## src/source/axi2ahb_cfg.svh

```systemverilog
// Widths and buffer depth of the AXI to AHB bridge.
// The data buffer holds one burst of up to eight beats. Longer bursts are not supported.
// The pointer width must be log2 of the buffer depth.
`ifndef AXI2AHB_CFG_SVH
`define AXI2AHB_CFG_SVH

// ~~~~~~~~~~~~~~~~~~~~
// bus widths
`define AXI2AHB_ADDR_W    40
`define AXI2AHB_DATA_W    128
`define AXI2AHB_ID_W      8
`define AXI2AHB_LEN_W     8

// ~~~~~~~~~~~~~~~~~~~~
// data buffer
`define AXI2AHB_DB_DEPTH  8
`define AXI2AHB_DB_PTR_W  3

`endif
```

## src/source/bridge_pkg.sv

```systemverilog
// Internal types of the bridge: the sequencer states and the AHB address view.
// The beat field covers address bits 6:4, so one beat is 16 bytes wide.
`include "axi2ahb_cfg.svh"

package bridge_pkg;

  // one-hot sequencer states.
  typedef enum logic [8:0] {
    ST_IDLE      = 9'b000000001,
    ST_AXI_WDATA = 9'b000000010,
    ST_AHB_WRITE = 9'b000000100,
    ST_AHB_WLAST = 9'b000001000,
    ST_AXI_BRESP = 9'b000010000,
    ST_AHB_READ  = 9'b000100000,
    ST_AHB_RLAST = 9'b001000000,
    ST_DB_PRIME  = 9'b010000000,
    ST_AXI_RDATA = 9'b100000000
  } bridge_state_e;

  typedef union packed {
    logic [`AXI2AHB_ADDR_W-1:0] flat;         // loaded from the request and driven out.
    struct packed {
      logic [`AXI2AHB_ADDR_W-8:0] upper;
      logic [2:0]                 beat;       // stepped for wrapping bursts.
      logic [3:0]                 offset;
    } f;
  } haddr_u;

endpackage

```

## src/source/ahb_bus_pkg.sv

```systemverilog
// Encodings of the AHB and AXI fields used by the bridge.
// Only the response codes OKAY and SLVERR are produced.
package ahb_bus_pkg;

  typedef enum logic [1:0] {
    HTRANS_IDLE   = 2'b00,
    HTRANS_NONSEQ = 2'b10,
    HTRANS_SEQ    = 2'b11
  } htrans_e;

  typedef enum logic [2:0] {
    HBURST_INCR  = 3'b001,
    HBURST_WRAP4 = 3'b010,
    HBURST_INCR4 = 3'b011,
    HBURST_WRAP8 = 3'b100,
    HBURST_INCR8 = 3'b101
  } hburst_e;

  typedef enum logic [1:0] {
    AXI_FIXED = 2'b00,
    AXI_INCR  = 2'b01,
    AXI_WRAP  = 2'b10
  } axi_burst_e;

  typedef logic [1:0] resp_t;

  localparam resp_t RESP_OKAY   = 2'b00;
  localparam resp_t RESP_SLVERR = 2'b10;

endpackage

```

## src/source/bridge_ifs.sv

```systemverilog
// Internal interfaces of the bridge.
// buf_if has no handshake; a strobe acts on every cycle where it is high.
`include "axi2ahb_cfg.svh"

// ~~~~~~~~~~~~~~~~~~~~
// sequencer to data buffer
interface buf_if;
  logic                        clr;
  logic                        wr;
  logic                        rd;
  logic [`AXI2AHB_DATA_W-1:0]  wdata;
  logic                        werr;
  logic [`AXI2AHB_DATA_W-1:0]  rdata;
  logic                        rerr;
  logic                        empty;

  modport fsm   (output clr, wr, rd, wdata, werr, input empty);
  modport store (input clr, wr, rd, wdata, werr, output rdata, rerr, empty);
endinterface

// ~~~~~~~~~~~~~~~~~~~~
// sequencer to AHB address phase
interface seq_if;
  logic req_vld;                 // a request is taken in idle.
  logic is_write;
  logic start;                   // next cycle carries the NONSEQ transfer.
  logic seq_phase;
  logic last;
  logic ahb_err;

  modport fsm (output req_vld, is_write, start, seq_phase, last, ahb_err);
  modport ahb (input req_vld, is_write, start, seq_phase, last, ahb_err);
endinterface

```

## src/source/axi2ahb.sv

```systemverilog
// Store-and-forward bridge from an AXI slave port to an AHB master port.
// One transaction at a time, bursts of at most eight 16-byte beats.
// No arbitration, locking, protection or write strobes are supported.
`include "axi2ahb_cfg.svh"

module axi2ahb
  import ahb_bus_pkg::*, bridge_pkg::*;
(
  input  logic                        pll_core_cpuclk,
  input  logic                        pad_cpu_rst_b,
  input  logic [`AXI2AHB_ID_W-1:0]    awid,
  input  logic [`AXI2AHB_ADDR_W-1:0]  awaddr,
  input  logic [`AXI2AHB_LEN_W-1:0]   awlen,
  input  logic [2:0]                  awsize,
  input  logic [1:0]                  awburst,
  input  logic                        awvalid,
  output logic                        awready,
  input  logic [`AXI2AHB_DATA_W-1:0]  wdata,
  input  logic                        wlast,
  input  logic                        wvalid,
  output logic                        wready,
  output logic [`AXI2AHB_ID_W-1:0]    bid,
  output logic [1:0]                  bresp,
  output logic                        bvalid,
  input  logic                        bready,
  input  logic [`AXI2AHB_ID_W-1:0]    arid,
  input  logic [`AXI2AHB_ADDR_W-1:0]  araddr,
  input  logic [`AXI2AHB_LEN_W-1:0]   arlen,
  input  logic [2:0]                  arsize,
  input  logic [1:0]                  arburst,
  input  logic                        arvalid,
  output logic                        arready,
  output logic [`AXI2AHB_ID_W-1:0]    rid,
  output logic [`AXI2AHB_DATA_W-1:0]  rdata,
  output logic [1:0]                  rresp,
  output logic                        rlast,
  output logic                        rvalid,
  input  logic                        rready,
  output logic [`AXI2AHB_ADDR_W-1:0]  haddr,
  output logic [1:0]                  htrans,
  output logic [2:0]                  hburst,
  output logic [2:0]                  hsize,
  output logic                        hwrite,
  output logic [`AXI2AHB_DATA_W-1:0]  hwdata,
  input  logic [`AXI2AHB_DATA_W-1:0]  hrdata,
  input  logic                        hready,
  input  logic [1:0]                  hresp
);

  bridge_state_e state;

  buf_if db_if_i ();
  seq_if seq_if_i ();

  bridge_fsm bridge_fsm_i (
    .pll_core_cpuclk, .pad_cpu_rst_b, .awvalid, .arvalid, .wvalid, .wlast,
    .bready, .rready, .hready, .hresp, .hwrite, .awlen, .arlen, .wdata, .hrdata,
    .db(db_if_i.fsm), .seq(seq_if_i.fsm), .state
  );

  data_buffer data_buffer_i (
    .pll_core_cpuclk, .pad_cpu_rst_b, .db(db_if_i.store)
  );

  ahb_master_ctrl ahb_master_ctrl_i (
    .pll_core_cpuclk, .pad_cpu_rst_b, .hready, .awaddr, .araddr,
    .awburst(axi_burst_e'(awburst)), .arburst(axi_burst_e'(arburst)),
    .awlen, .arlen, .awsize, .arsize, .seq(seq_if_i.ahb),
    .haddr, .htrans, .hburst, .hsize, .hwrite
  );

  axi_resp_ctrl axi_resp_ctrl_i (
    .pll_core_cpuclk, .pad_cpu_rst_b, .state, .awvalid, .arvalid, .awid, .arid,
    .bready, .hready, .ahb_err(seq_if_i.ahb_err), .empty(db_if_i.empty),
    .awready, .arready, .wready, .bid, .bresp, .bvalid, .rid, .rvalid, .rlast
  );

  // the buffer output register serves both directions.
  assign hwdata = db_if_i.rdata;
  assign rdata  = db_if_i.rdata;
  assign rresp  = db_if_i.rerr ? RESP_SLVERR : RESP_OKAY;

endmodule

```

## src/source/axi_resp_ctrl.sv

```systemverilog
// AXI handshake and response side. Ids are latched when the request is accepted.
// bresp reports SLVERR if any AHB write beat failed.
`include "axi2ahb_cfg.svh"

module axi_resp_ctrl
  import ahb_bus_pkg::*, bridge_pkg::*;
(
  input  logic                      pll_core_cpuclk,
  input  logic                      pad_cpu_rst_b,
  input  bridge_state_e             state,
  input  logic                      awvalid,
  input  logic                      arvalid,
  input  logic [`AXI2AHB_ID_W-1:0]  awid,
  input  logic [`AXI2AHB_ID_W-1:0]  arid,
  input  logic                      bready,
  input  logic                      hready,
  input  logic                      ahb_err,
  input  logic                      empty,
  output logic                      awready,
  output logic                      arready,
  output logic                      wready,
  output logic [`AXI2AHB_ID_W-1:0]  bid,
  output resp_t                     bresp,
  output logic                      bvalid,
  output logic [`AXI2AHB_ID_W-1:0]  rid,
  output logic                      rvalid,
  output logic                      rlast
);

  assign awready = (state == ST_IDLE) && awvalid;
  assign arready = (state == ST_IDLE) && arvalid && !awvalid;
  assign wready  = (state == ST_AXI_WDATA);
  assign bvalid  = (state == ST_AXI_BRESP);
  assign rvalid  = (state == ST_AXI_RDATA);
  assign rlast   = rvalid && empty;             // the final beat is already in rdata.

  always_ff @(posedge pll_core_cpuclk)
  begin
    if (awready)
      bid <= awid;
    if (arready)
      rid <= arid;
  end

  always_ff @(posedge pll_core_cpuclk or negedge pad_cpu_rst_b)
  begin
    if (!pad_cpu_rst_b)
      bresp <= RESP_OKAY;
    else if ((state == ST_AHB_WRITE || state == ST_AHB_WLAST) && hready)
      bresp <= ahb_err ? RESP_SLVERR : RESP_OKAY;
    else if (state == ST_AXI_BRESP && !bready)
      bresp <= bresp;
    else
      bresp <= RESP_OKAY;
  end

endmodule

```

## src/source/ahb_master_ctrl.sv

```systemverilog
// AHB address phase: captures the request and steps haddr through the beat field.
// The address wraps in bits 6:4 for len 1, 3 and 7 whatever the AXI burst type.
// A write error drops htrans to IDLE and abandons the rest of the burst.
`include "axi2ahb_cfg.svh"

module ahb_master_ctrl
  import ahb_bus_pkg::*, bridge_pkg::*;
(
  input  logic                        pll_core_cpuclk,
  input  logic                        pad_cpu_rst_b,
  input  logic                        hready,
  input  logic [`AXI2AHB_ADDR_W-1:0]  awaddr,
  input  logic [`AXI2AHB_ADDR_W-1:0]  araddr,
  input  axi_burst_e                  awburst,
  input  axi_burst_e                  arburst,
  input  logic [`AXI2AHB_LEN_W-1:0]   awlen,
  input  logic [`AXI2AHB_LEN_W-1:0]   arlen,
  input  logic [2:0]                  awsize,
  input  logic [2:0]                  arsize,
  seq_if.ahb                          seq,
  output logic [`AXI2AHB_ADDR_W-1:0]  haddr,
  output htrans_e                     htrans,
  output hburst_e                     hburst,
  output logic [2:0]                  hsize,
  output logic                        hwrite
);

  haddr_u                     addr_q;
  haddr_u                     addr_nxt;
  logic [`AXI2AHB_LEN_W-1:0]  len_q;
  logic [`AXI2AHB_LEN_W-1:0]  sel_len;
  axi_burst_e                 sel_burst;
  hburst_e                    pre_hburst;
  logic                       step;
  logic                       wr_err;

  assign sel_len   = seq.is_write ? awlen : arlen;
  assign sel_burst = seq.is_write ? awburst : arburst;
  assign step      = seq.seq_phase && hready && !seq.last;
  assign wr_err    = hwrite && seq.seq_phase && seq.ahb_err;
  assign haddr     = addr_q.flat;

  always_comb
  begin
    pre_hburst = HBURST_INCR;                  // undefined length for anything else.
    if (sel_burst == AXI_INCR && sel_len == 'd3)
      pre_hburst = HBURST_INCR4;
    else if (sel_burst == AXI_INCR && sel_len == 'd7)
      pre_hburst = HBURST_INCR8;
    else if (sel_burst == AXI_WRAP && sel_len == 'd3)
      pre_hburst = HBURST_WRAP4;
    else if (sel_burst == AXI_WRAP && sel_len == 'd7)
      pre_hburst = HBURST_WRAP8;
  end

  always_comb
  begin
    addr_nxt = addr_q;
    case (len_q)
      'd1: addr_nxt.f.beat[0]   = ~addr_q.f.beat[0];
      'd3: addr_nxt.f.beat[1:0] = addr_q.f.beat[1:0] + 2'd1;
      'd7: addr_nxt.f.beat      = addr_q.f.beat + 3'd1;
      default: addr_nxt = addr_q;
    endcase
  end

  // ~~~~~~~~~~~~~~~~~~~~
  // address phase registers
  always_ff @(posedge pll_core_cpuclk)
  begin
    if (seq.req_vld)
    begin
      addr_q.flat <= seq.is_write ? awaddr : araddr;
      hsize       <= seq.is_write ? awsize : arsize;
      hburst      <= pre_hburst;
      len_q       <= sel_len;
    end
    else if (step)
      addr_q <= addr_nxt;
  end

  always_ff @(posedge pll_core_cpuclk or negedge pad_cpu_rst_b)
  begin
    if (!pad_cpu_rst_b)
    begin
      hwrite <= 1'b0;
      htrans <= HTRANS_IDLE;
    end
    else
    begin
      if (seq.req_vld)
        hwrite <= seq.is_write;
      if (seq.start)
        htrans <= HTRANS_NONSEQ;
      else if (wr_err)
        htrans <= HTRANS_IDLE;
      else if (step)
        htrans <= HTRANS_SEQ;
      else if (seq.seq_phase && !hready)
        htrans <= htrans;                      // wait states freeze the transfer.
      else
        htrans <= HTRANS_IDLE;
    end
  end

endmodule

```

## src/source/data_buffer.sv

```systemverilog
// Eight-entry beat store shared by both directions.
// The pointers carry one extra bit so that a full buffer is not seen as empty.
// The output register feeds both hwdata and rdata.
`include "axi2ahb_cfg.svh"

module data_buffer
(
  input  logic  pll_core_cpuclk,
  input  logic  pad_cpu_rst_b,
  buf_if.store  db
);

  logic [`AXI2AHB_DATA_W-1:0]   entry_data [`AXI2AHB_DB_DEPTH];
  logic [`AXI2AHB_DB_DEPTH-1:0] entry_err;
  logic [`AXI2AHB_DB_PTR_W:0]   wptr;
  logic [`AXI2AHB_DB_PTR_W:0]   rptr;

  assign db.empty = (wptr == rptr);

  always_ff @(posedge pll_core_cpuclk or negedge pad_cpu_rst_b)
  begin
    if (!pad_cpu_rst_b)
    begin
      wptr <= '0;
      rptr <= '0;
    end
    else if (db.clr)
    begin
      wptr <= '0;
      rptr <= '0;
    end
    else
    begin
      if (db.wr)
        wptr <= wptr + 1'b1;
      if (db.rd)
        rptr <= rptr + 1'b1;
    end
  end

  // ~~~~~~~~~~~~~~~~~~~~
  // storage and output register
  always_ff @(posedge pll_core_cpuclk)
  begin
    if (db.wr)
    begin
      entry_data[wptr[`AXI2AHB_DB_PTR_W-1:0]] <= db.wdata;
      entry_err[wptr[`AXI2AHB_DB_PTR_W-1:0]]  <= db.werr;
    end
    if (db.rd)
    begin
      db.rdata <= entry_data[rptr[`AXI2AHB_DB_PTR_W-1:0]];
      db.rerr  <= entry_err[rptr[`AXI2AHB_DB_PTR_W-1:0]];
    end
  end

endmodule

```

## src/source/bridge_fsm.sv

```systemverilog
// Transaction sequencer with one transaction in flight. A write wins over a read in idle.
// The first AHB read cycle is address only, so its data is not stored.
// An AHB error is taken as hresp nonzero with hready high.
`include "axi2ahb_cfg.svh"

module bridge_fsm
  import ahb_bus_pkg::*, bridge_pkg::*;
(
  input  logic                        pll_core_cpuclk,
  input  logic                        pad_cpu_rst_b,
  input  logic                        awvalid,
  input  logic                        arvalid,
  input  logic                        wvalid,
  input  logic                        wlast,
  input  logic                        bready,
  input  logic                        rready,
  input  logic                        hready,
  input  resp_t                       hresp,
  input  logic                        hwrite,
  input  logic [`AXI2AHB_LEN_W-1:0]   awlen,
  input  logic [`AXI2AHB_LEN_W-1:0]   arlen,
  input  logic [`AXI2AHB_DATA_W-1:0]  wdata,
  input  logic [`AXI2AHB_DATA_W-1:0]  hrdata,
  buf_if.fsm                          db,
  seq_if.fsm                          seq,
  output bridge_state_e               state
);

  bridge_state_e              nxt_state;
  logic [`AXI2AHB_LEN_W-1:0]  wr_cnt;
  logic [`AXI2AHB_LEN_W-1:0]  rd_cnt;
  logic                       wr_cnt_zero;
  logic                       rd_cnt_zero;
  logic                       first_rd;
  logic                       ahb_err;
  logic                       rd_req;

  assign ahb_err     = hready && (hresp != RESP_OKAY);
  assign wr_cnt_zero = (wr_cnt == '0);
  assign rd_cnt_zero = (rd_cnt == '0);
  assign rd_req      = (state == ST_IDLE) && arvalid && !awvalid;

  // ~~~~~~~~~~~~~~~~~~~~
  // state register
  always_ff @(posedge pll_core_cpuclk or negedge pad_cpu_rst_b)
  begin
    if (!pad_cpu_rst_b)
      state <= ST_IDLE;
    else
      state <= nxt_state;
  end

  always_comb
  begin
    nxt_state = state;
    case (state)
      ST_IDLE:
        if (awvalid)
          nxt_state = ST_AXI_WDATA;
        else if (arvalid)
          nxt_state = ST_AHB_READ;
      ST_AXI_WDATA:
        if (wvalid && wlast)
          nxt_state = ST_AHB_WRITE;
      ST_AHB_WRITE:
        if (ahb_err)
          nxt_state = ST_AXI_BRESP;             // the burst ends early on an error.
        else if (wr_cnt_zero && hready)
          nxt_state = ST_AHB_WLAST;
      ST_AHB_WLAST:
        if (hready)
          nxt_state = ST_AXI_BRESP;
      ST_AXI_BRESP:
        if (bready)
          nxt_state = ST_IDLE;
      ST_AHB_READ:
        if (rd_cnt_zero && hready)
          nxt_state = ST_AHB_RLAST;
      ST_AHB_RLAST:
        if (hready)
          nxt_state = ST_DB_PRIME;
      ST_DB_PRIME:
        nxt_state = ST_AXI_RDATA;
      ST_AXI_RDATA:
        if (db.empty && rready)
          nxt_state = ST_IDLE;
      default:
        nxt_state = ST_IDLE;
    endcase
  end

  // ~~~~~~~~~~~~~~~~~~~~
  // beat counters and first read flag
  always_ff @(posedge pll_core_cpuclk or negedge pad_cpu_rst_b)
  begin
    if (!pad_cpu_rst_b)
    begin
      wr_cnt   <= '0;
      rd_cnt   <= '0;
      first_rd <= 1'b0;
    end
    else
    begin
      if (state == ST_IDLE && awvalid)
        wr_cnt <= awlen;
      else if (state == ST_AHB_WRITE && hready && !wr_cnt_zero)
        wr_cnt <= wr_cnt - 1'b1;
      if (rd_req)
        rd_cnt <= arlen;
      else if (state == ST_AHB_READ && hready && !rd_cnt_zero)
        rd_cnt <= rd_cnt - 1'b1;
      if (rd_req)
        first_rd <= 1'b1;
      else if (state == ST_AHB_READ && hready)
        first_rd <= 1'b0;                       // the address-only phase is over.
    end
  end

  // ~~~~~~~~~~~~~~~~~~~~
  // buffer and sequencing strobes
  assign db.clr   = (state == ST_IDLE);
  assign db.wr    = ((state == ST_AHB_READ || state == ST_AHB_RLAST) && hready && !first_rd)
                  || (state == ST_AXI_WDATA && wvalid);
  assign db.rd    = (state == ST_AHB_WRITE && hready)
                  || (state == ST_AXI_RDATA && rready)
                  || (state == ST_DB_PRIME);   // loads the first read beat.
  assign db.wdata = hwrite ? wdata : hrdata;
  assign db.werr  = !hwrite && ahb_err;

  assign seq.req_vld   = (state == ST_IDLE) && (awvalid || arvalid);
  assign seq.is_write  = awvalid;
  assign seq.start     = rd_req || (state == ST_AXI_WDATA && wvalid && wlast);
  assign seq.seq_phase = (state == ST_AHB_WRITE) || (state == ST_AHB_READ);
  assign seq.last      = hwrite ? wr_cnt_zero : rd_cnt_zero;
  assign seq.ahb_err   = ahb_err;

endmodule

```

## config.mk

```make
export PLATFORM = sky130hd
export DESIGN_NAME = axi2ahb
export DESIGN_NICKNAME = d
export VERILOG_FILES = /design/src/source/bridge_pkg.sv /design/src/source/ahb_bus_pkg.sv /design/src/source/bridge_ifs.sv /design/src/source/axi2ahb.sv /design/src/source/axi_resp_ctrl.sv /design/src/source/ahb_master_ctrl.sv /design/src/source/data_buffer.sv /design/src/source/bridge_fsm.sv
export VERILOG_INCLUDE_DIRS = /design/src /design/src/source
export SDC_FILE = /design/constraint.sdc
export NUM_CORES = 1
export LEC_CHECK = 0
export ABC_AREA = 1
export BUFFER_PORTS_ARGS = -buffer_cell sky130_fd_sc_hd__buf_2
export CAP_MARGIN = 0
export CELL_PAD_IN_SITES_DETAIL_PLACEMENT = 0
export CELL_PAD_IN_SITES_GLOBAL_PLACEMENT = 1
export CORE_ASPECT_RATIO = 1.75
export CORE_MARGIN = 4
export CORE_UTILIZATION = 49
export DETAILED_ROUTE_END_ITERATION = 8
export GPL_TIMING_DRIVEN = 0
export PLACE_DENSITY = 0.9
export REMOVE_ABC_BUFFERS = 1
export SETUP_SLACK_MARGIN = 0.15
export SKIP_CTS_REPAIR_TIMING = 1
export SLEW_MARGIN = 20
export SYNTH_ARGS = -nofsm -noshare
export SYNTH_HDL_FRONTEND = slang
export SYNTH_HIERARCHICAL = 1
export SYNTH_SLANG_ARGS = --single-unit
```

## constraint.sdc

```tcl
create_clock -name pll_core_cpuclk -period 22.5 [get_ports pll_core_cpuclk]
set_clock_uncertainty 0.1 [all_clocks]
set_input_delay 2.25 -clock pll_core_cpuclk [delete_from_list [all_inputs] [get_ports pll_core_cpuclk]]
set_output_delay 2.25 -clock pll_core_cpuclk [all_outputs]
set_load 0.05 [all_outputs]
```

==> results.ini, run 1 <==
[status]
status = complete, no violations

[route]
via_per_inst = 4.945
vias = 39712
wl_um = 143800
remaining_drc_errors = 0
firstDrtPassIters = 8
wl_per_cell_um = 17.91
ant_nets = 0
drtIter0Drc = 2850

[setup_path]
cp_cell_sequence = buf_4 > inv_1 > nor2_1 > buf_2
worst_setup_path_end_kind = output port
critPathKind = in -> out
worst_ep_arrival_time_ns = 4.23
worstPathRequired_ns = 20.15
worstSetupStartpointType = input pin
regToRegSetupSlack_ns = 18.51
cp_num_buf_inv = 3
cp_slowest_cell = nor2_1
worst_r2r_path_depth = 11
max_stage_delay_ns = 0.88
path_max_fanout = 60
crit-reg2reg-launch = bridge_fsm_i/state[3]
r2r-end = data_buffer_i/entry_data[3][120]
critical_path.top_delay_family = buffers and inverters

[die]
die_w_um = 266.1
pin_count = 720
die_y_um = 459.6
rows = 165
coreArea_um2 = 115600
start_util_pct = 49.40
die_area_um2 = 122300

[global_routing]
grt.total_usage_pct = 22.93
first_global_vias = 38677
grt_use_met1_pct = 27.38
top_usage_layer = met2
grt_antenna_before_repair = 13
grt_max_degree = 110
grtUsageMet2_pct = 41.48
overflow = 0
use_met3_pct = 3.523
grt_pass1_wl_um = 215700

[pwr]
p_seq_share_pct = 47.1
p_int_mw = 4.440
irDropWorstVdd_v = 0.00009274
switching_share_pct = 31.65
leakage_nw = 30.85
p_per_area_nw_per_um2 = 97.27
clock_power_share_pct = 29.9
combPwrFrac_pct = 23.0
p_switching_mw = 2.056

[synth]
syn_area_um2 = 57110
async_flop_share_pct = 2.994
ys_seq_elements = 1269
yosysSeqAreaShare_pct = 66.40
syn_inst = 5849
syn_avg_cell_area_um2 = 9.763
yosys_warnings = 6
synth_edf_count = 1231
ys_dominant_reg_cell = edfxtp_1
synthDistinctLibCells = 46

[cells_and_area]
final_cell_mix = 2230 x nand2_1, 1231 x edfxtp_1, 1103 x inv_1
drive_gt1_share_pct = 16.42
instances_no_fill = 8030
nNetsFinal = 6824
layout_commonest_cell = nand2_1
area_growth_pct = 16.93

[placed_design]
place_inst = 7817
place_congestion = 0.9488
dpl.hpwl_um = 95360
port_buffers = 717

[hold_path]
whs_endpoint = bridge_fsm_i/rd_cnt[3]
whs_path_depth = 2
worst_hold_path_type = reg -> reg
worst_hold_startpoint = bridge_fsm_i/rd_cnt[3]

[clocking]
clk_path_buf_depth = 3
clk_latency_ns = 0.71
cts-buffers-inserted = 112
tritoncts = built
path_clk_slew_ns = 0.06
clock-sinks = 1269
h-tree-depth = 3
cts_root_buffer = clkbuf_16

[timing]
hold_violations = 0
fmax_ghz = 0.1519
worstMarginPinSlew_ns = 1.102
final.period_utilization_pct = 29.27
holdWs_ns = 0.4100
rsz0062_at_grt = no
slew_headroom_pct = 26.29
min_period_ns = 6.585
setup_violations = 0
finalMaxSlewViolations = 0

[job]
drv_cap = 0

-- cell usage after synthesis, types with 2 or more instances --
master	n	share of area, %
nand2_1	2230	15
edfxtp_1	1231	65
inv_1	1104	7.3
nand3_1	552	4.8
buf_4	167	2.2
nor2_1	148	0.97
buf_2	99	0.87
clkbuf_1	89	0.58
o21ai_0	67	0.59
dfrtp_1	37	1.6
buf_1	14	0.092
nand2_2	12	0.13
buf_6	9	0.18
xor2_1	9	0.14
a21oi_1	8	0.070
ha_1	7	0.15
inv_2	7	0.046
nand4_1	6	0.066
nor2_2	5	0.055
nor3_1	5	0.044
or2_2	4	0.044
nand3_2	3	0.053
o21ai_1	3	0.026
xnor2_1	3	0.046
and2_1	2	0.022
conb_1	2	0.013
nand2_4	2	0.039
nand3b_1	2	0.026
nor2_8	2	0.070
nor3b_1	2	0.026
nor4_1	2	0.022
o21ai_2	2	0.031
-- area by class of cell --
| class | count | area (um2) |
|---|---|---|
| fillers | 9622 | 48830 |
| flip-flops and latches | 1269 | 37930 |
| multi-input cells | 3088 | 12820 |
| repair buffers | 844 | 6208 |
| inverters | 1113 | 4210 |
| clock buffers | 135 | 2974 |
| well taps | 1503 | 1881 |
| clock inverters | 72 | 739.5 |
| diodes | 6 | 15.01 |
-- layer usage --
layer  vias up  routed length [um]
met4        12                5534
met3       274                9592
li1      19313                   -
met5         -                  86
met1     18634               55360
met2      1479               73240
-- tightest hold or removal path, stage by stage (launching register included) --
cell and delay, ns:
dfrtp_1 0.34, nor2_1 0.05, nor2_1 0.09
-- power by group through the flow --
stage | Sequential, mW | Clock [mW] | Combinational, mW
2_1_floorplan | 3.37 | 0 | 0.801
3_3_place_gp | 3.23 | 0 | 1.46
3_5_place_dp | 3.11 | 0 | 1.50
4_1_cts | 3.06 | 1.98 | 1.50
5_1_grt | 3.07 | 2.07 | 1.65
6_report | 3.06 | 1.94 | 1.49
-- stage by stage --
stage	power [mW]	worst slack, ns	instance area, um2	TNS, ns	utilization [%]
floorplan	4.172	1.423	54850	0	-
global placement	4.696	-25.71	60320	-3314.51	52.17
detailed placement	4.610	15.54	63050	0	54.53
CTS	6.546	15.54	66760	0	57.74
global route	6.791	15.80	66760	0	57.75
finish	6.496	15.92	66780	0	57.76
-- kinds of logic (layout without fill, tap and decap cells) --
family	Yosys count	count (layout)	synth area share, %
adders and majority gates	7	7	0.1534
other	2	8	0.01315
AOI/OAI and AO/OA	84	84	0.7647
and+or+nand+nor	2983	2983	21.21
DFF	1269	1269	66.40
buffers and inverters	1492	2164	11.28
xor gates and xnor gates	12	12	0.1841
-- how the worst max path moves through the flow --
stage / cells after the start / from / slack (ns) / endpoint
finish: 4 / awvalid / 15.92 / awready
global route: 4 / awvalid / 15.80 / awready
CTS: 4 / awvalid / 15.54 / awready
detailed placement: 4 / awvalid / 15.54 / awready
global placement: 6 / data_buffer_i/rptr[0] / -25.71 / data_buffer_i/db.rdata[115]
floorplan: 6 / data_buffer_i/rptr[0] / 1.42 / data_buffer_i/db.rdata[0]
-- registers in the layout (all words and copies together) (netlist names), 4 cells and up --
| name | count |
|---|---|
| data_buffer_i/entry_err | 8 |
| data_buffer_i/wptr | 4 |
| bridge_fsm_i/state | 9 |
| ahb_master_ctrl_i/len_q | 8 |
| axi_resp_ctrl_i/bid | 8 |
| data_buffer_i/entry_data | 1024 |
| axi_resp_ctrl_i/rid | 8 |
| bridge_fsm_i/rd_cnt | 8 |
| bridge_fsm_i/wr_cnt | 8 |
| data_buffer_i/rptr | 4 |
| data_buffer_i/db.rdata | 128 |
| ahb_master_ctrl_i/haddr | 40 |
Power figures use the tool's default switching activity.
==> inputs of run 2 (changes only) <==
--- a/config.mk
+++ b/config.mk
@@ -13,10 +13,10 @@
 export CELL_PAD_IN_SITES_GLOBAL_PLACEMENT = 1
 export CORE_ASPECT_RATIO = 1.75
 export CORE_MARGIN = 4
-export CORE_UTILIZATION = 49
+export CORE_UTILIZATION = 41
 export DETAILED_ROUTE_END_ITERATION = 8
 export GPL_TIMING_DRIVEN = 0
-export PLACE_DENSITY = 0.9
+export PLACE_DENSITY = 0.81
 export REMOVE_ABC_BUFFERS = 1
 export SETUP_SLACK_MARGIN = 0.15
 export SKIP_CTS_REPAIR_TIMING = 1
==> constraint.sdc (replaced) <==
create_clock -name pll_core_cpuclk -period 6 [get_ports pll_core_cpuclk]
set_clock_uncertainty 0.1 [all_clocks]
set_input_delay 0.6 -clock pll_core_cpuclk [delete_from_list [all_inputs] [get_ports pll_core_cpuclk]]
set_output_delay 0.6 -clock pll_core_cpuclk [all_outputs]
set_load 0.05 [all_outputs]
==> results.ini, run 2 (same netlist as run 1, synthesis figures left out) <==
[status]
status = complete, no violations

[clocking]
cts-buffers-inserted = 114  ; +1.8%
h-tree-depth = 3  ; unchanged
clk_latency_ns = 0.71  ; about the same
clock-sinks = 1269  ; unchanged
path_clk_slew_ns = 0.07  ; about the same
tritoncts = built
cts_root_buffer = clkbuf_16
clk_path_buf_depth = 3  ; unchanged

[setup_path]
crit_start = data_buffer_i/rptr[2]
max_stage_delay_ns = 0.65  ; -0.23 ns
worst_ep_arrival_time_ns = 3.77  ; -0.46 ns
cp_slowest_cell = dfrtp_4
r2r-end = data_buffer_i/entry_data[1][89]
cp_num_buf_inv = 5  ; +2
cpMostUsedCell = buf_16
worst_r2r_path_depth = 11  ; unchanged
path_max_fanout = 54  ; -10%
cp.depth = 9  ; +5
worstSetupEndpoint = rlast
worst_setup_path_end_kind = output port
worstPathRequired_ns = 5.30  ; -14.85 ns
critical_path.top_delay_family = buffers and inverters
crit-reg2reg-launch = bridge_fsm_i/state[3]
cp_cell_sequence = buf_12 > buf_16 > clkinv_4 > buf_16 > nand2_1 > nand3_1 > nor2_1 > and2_1 > buf_2
regToRegSetupSlack_ns = 1.81  ; -16.70 ns
worstSetupStartpointType = flop
critPathKind = reg -> out

[global_routing]
grt_pass1_wl_um = 219400  ; +1.7%
grt_max_degree = 125  ; +14%
overflow = 0  ; unchanged
first_global_vias = 38415  ; -0.68%
grt.total_usage_pct = 19.50  ; -3.4 points
grt_antenna_before_repair = 4  ; -9

[die]
rows = 180  ; +9.1%
pin_count = 720  ; unchanged
coreArea_um2 = 137800  ; +19%
start_util_pct = 41.43  ; -8.0 points
die_area_um2 = 145600  ; +19%
die_y_um = 501.7  ; +9.2%
die_w_um = 290.1  ; +9.0%

[placed_design]
dpl.hpwl_um = 95940  ; +0.61%
place_congestion = 0.8665  ; -8.7%
place_inst = 8138  ; +4.1%
port_buffers = 717  ; unchanged

[cells_and_area]
instances_no_fill = 8368  ; +4.2%
area_growth_pct = 17.92
nNetsFinal = 6848  ; +0.35%
drive_gt1_share_pct = 16.35  ; -0.073 points
final_cell_mix = 2230 x nand2_1, 1231 x edfxtp_1, 1103 x inv_1
layout_commonest_cell = nand2_1
largest_register_ffs = 1024  ; unchanged

[route]
vias = 39439  ; -0.69%
remaining_drc_errors = 0  ; unchanged
wl_per_cell_um = 17.46  ; -2.5%
drtIter0Drc = 2233  ; -22%
via_per_inst = 4.713  ; -4.7%
wl_um = 146100  ; +1.6%
firstDrtPassIters = 8  ; unchanged
ant_nets = 0  ; unchanged

[timing]
hold_violations = 0  ; unchanged
fmax_ghz = 0.2237
holdWs_ns = 0.04830  ; -0.3617 ns
rsz0062_at_grt = no
slew_headroom_pct = 36.58  ; +10 points
final.period_utilization_pct = 74.52
finalMaxSlewViolations = 0  ; unchanged
setup-tns-final_ns = 0  ; unchanged
setup_violations = 0  ; unchanged
min_period_ns = 4.471
worstMarginPinSlew_ns = 0.9513  ; -0.1504 ns

[job]
drv_cap = 0  ; unchanged

[pwr]
irDropWorstVdd_v = 0.0003539  ; +280%
leakage_nw = 30.92  ; +0.21%
p_per_area_nw_per_um2 = 360.7  ; +270%

[hold_path]
worst_hold_path_type = in -> reg

## run 2: how the worst min path moves through the flow
stage                                 from                     endpoint  slack [ns]  depth (start not counted)
detailed placement  bridge_fsm_i/wr_cnt[5]       bridge_fsm_i/wr_cnt[5]        0.39                          2
CTS                          pad_cpu_rst_b       bridge_fsm_i/rd_cnt[1]       -0.13                          1
global placement    bridge_fsm_i/wr_cnt[5]       bridge_fsm_i/wr_cnt[5]        0.38                          2
floorplan                    pad_cpu_rst_b  ahb_master_ctrl_i/htrans[0]        0.20                          0
global route                     awsize[0]   ahb_master_ctrl_i/hsize[0]       0.009                          3
finish                           awsize[0]   ahb_master_ctrl_i/hsize[0]        0.05                          3
## run 2: cell type report
type	count	area, um2
fill	12332	70490
sequential	1269	37930
multi-input combinational	3088	12820
timing repair buffer	866	6442
inverter	1113	4210
clock buffer	143	2993
tap	1820	2277
clock inverter	65	658.1
antenna	4	10.01
## run 2: through the flow
stage | util (%) | total power, mW | worst slack, ns | area (um2)
after global placement | 44.05 | 17.74 | -44.96 | 60710
after CTS | 48.72 | 24.54 | 1.399 | 67150
final | 48.86 | 24.29 | 1.529 | 67340
after global routing | 48.85 | 25.50 | 1.384 | 67330
after detailed placement | 46.07 | 17.32 | 1.730 | 63500
after floorplan | - | 15.64 | -15.08 | 54850
## run 2: power by group
part | leakage [nW] | internal [mW] | switching (mW)
Combinational | 17.5 | 1.38 | 4.22
Clock | 1.77 | 3.94 | 3.24
Sequential | 11.6 | 11.2 | 0.304
Total | 30.9 | 16.5 | 7.77
## run 2: worst min-delay path, stage by stage
cell and delay (ns):
buf_2 0.07, nand2_1 0.04, nand2_1 0.06
## run 2: metal layers
layer / up-vias / GRT usage [%] / part of all wire [%]
li1: 19352 / - / -
met1: 18581 / 23.39 / 40
met2: 1270 / 35.09 / 50
met3: 236 / 3.089 / 5.7
met4: 0 / 7.735 / 3.8
met5: - / 0 / 0
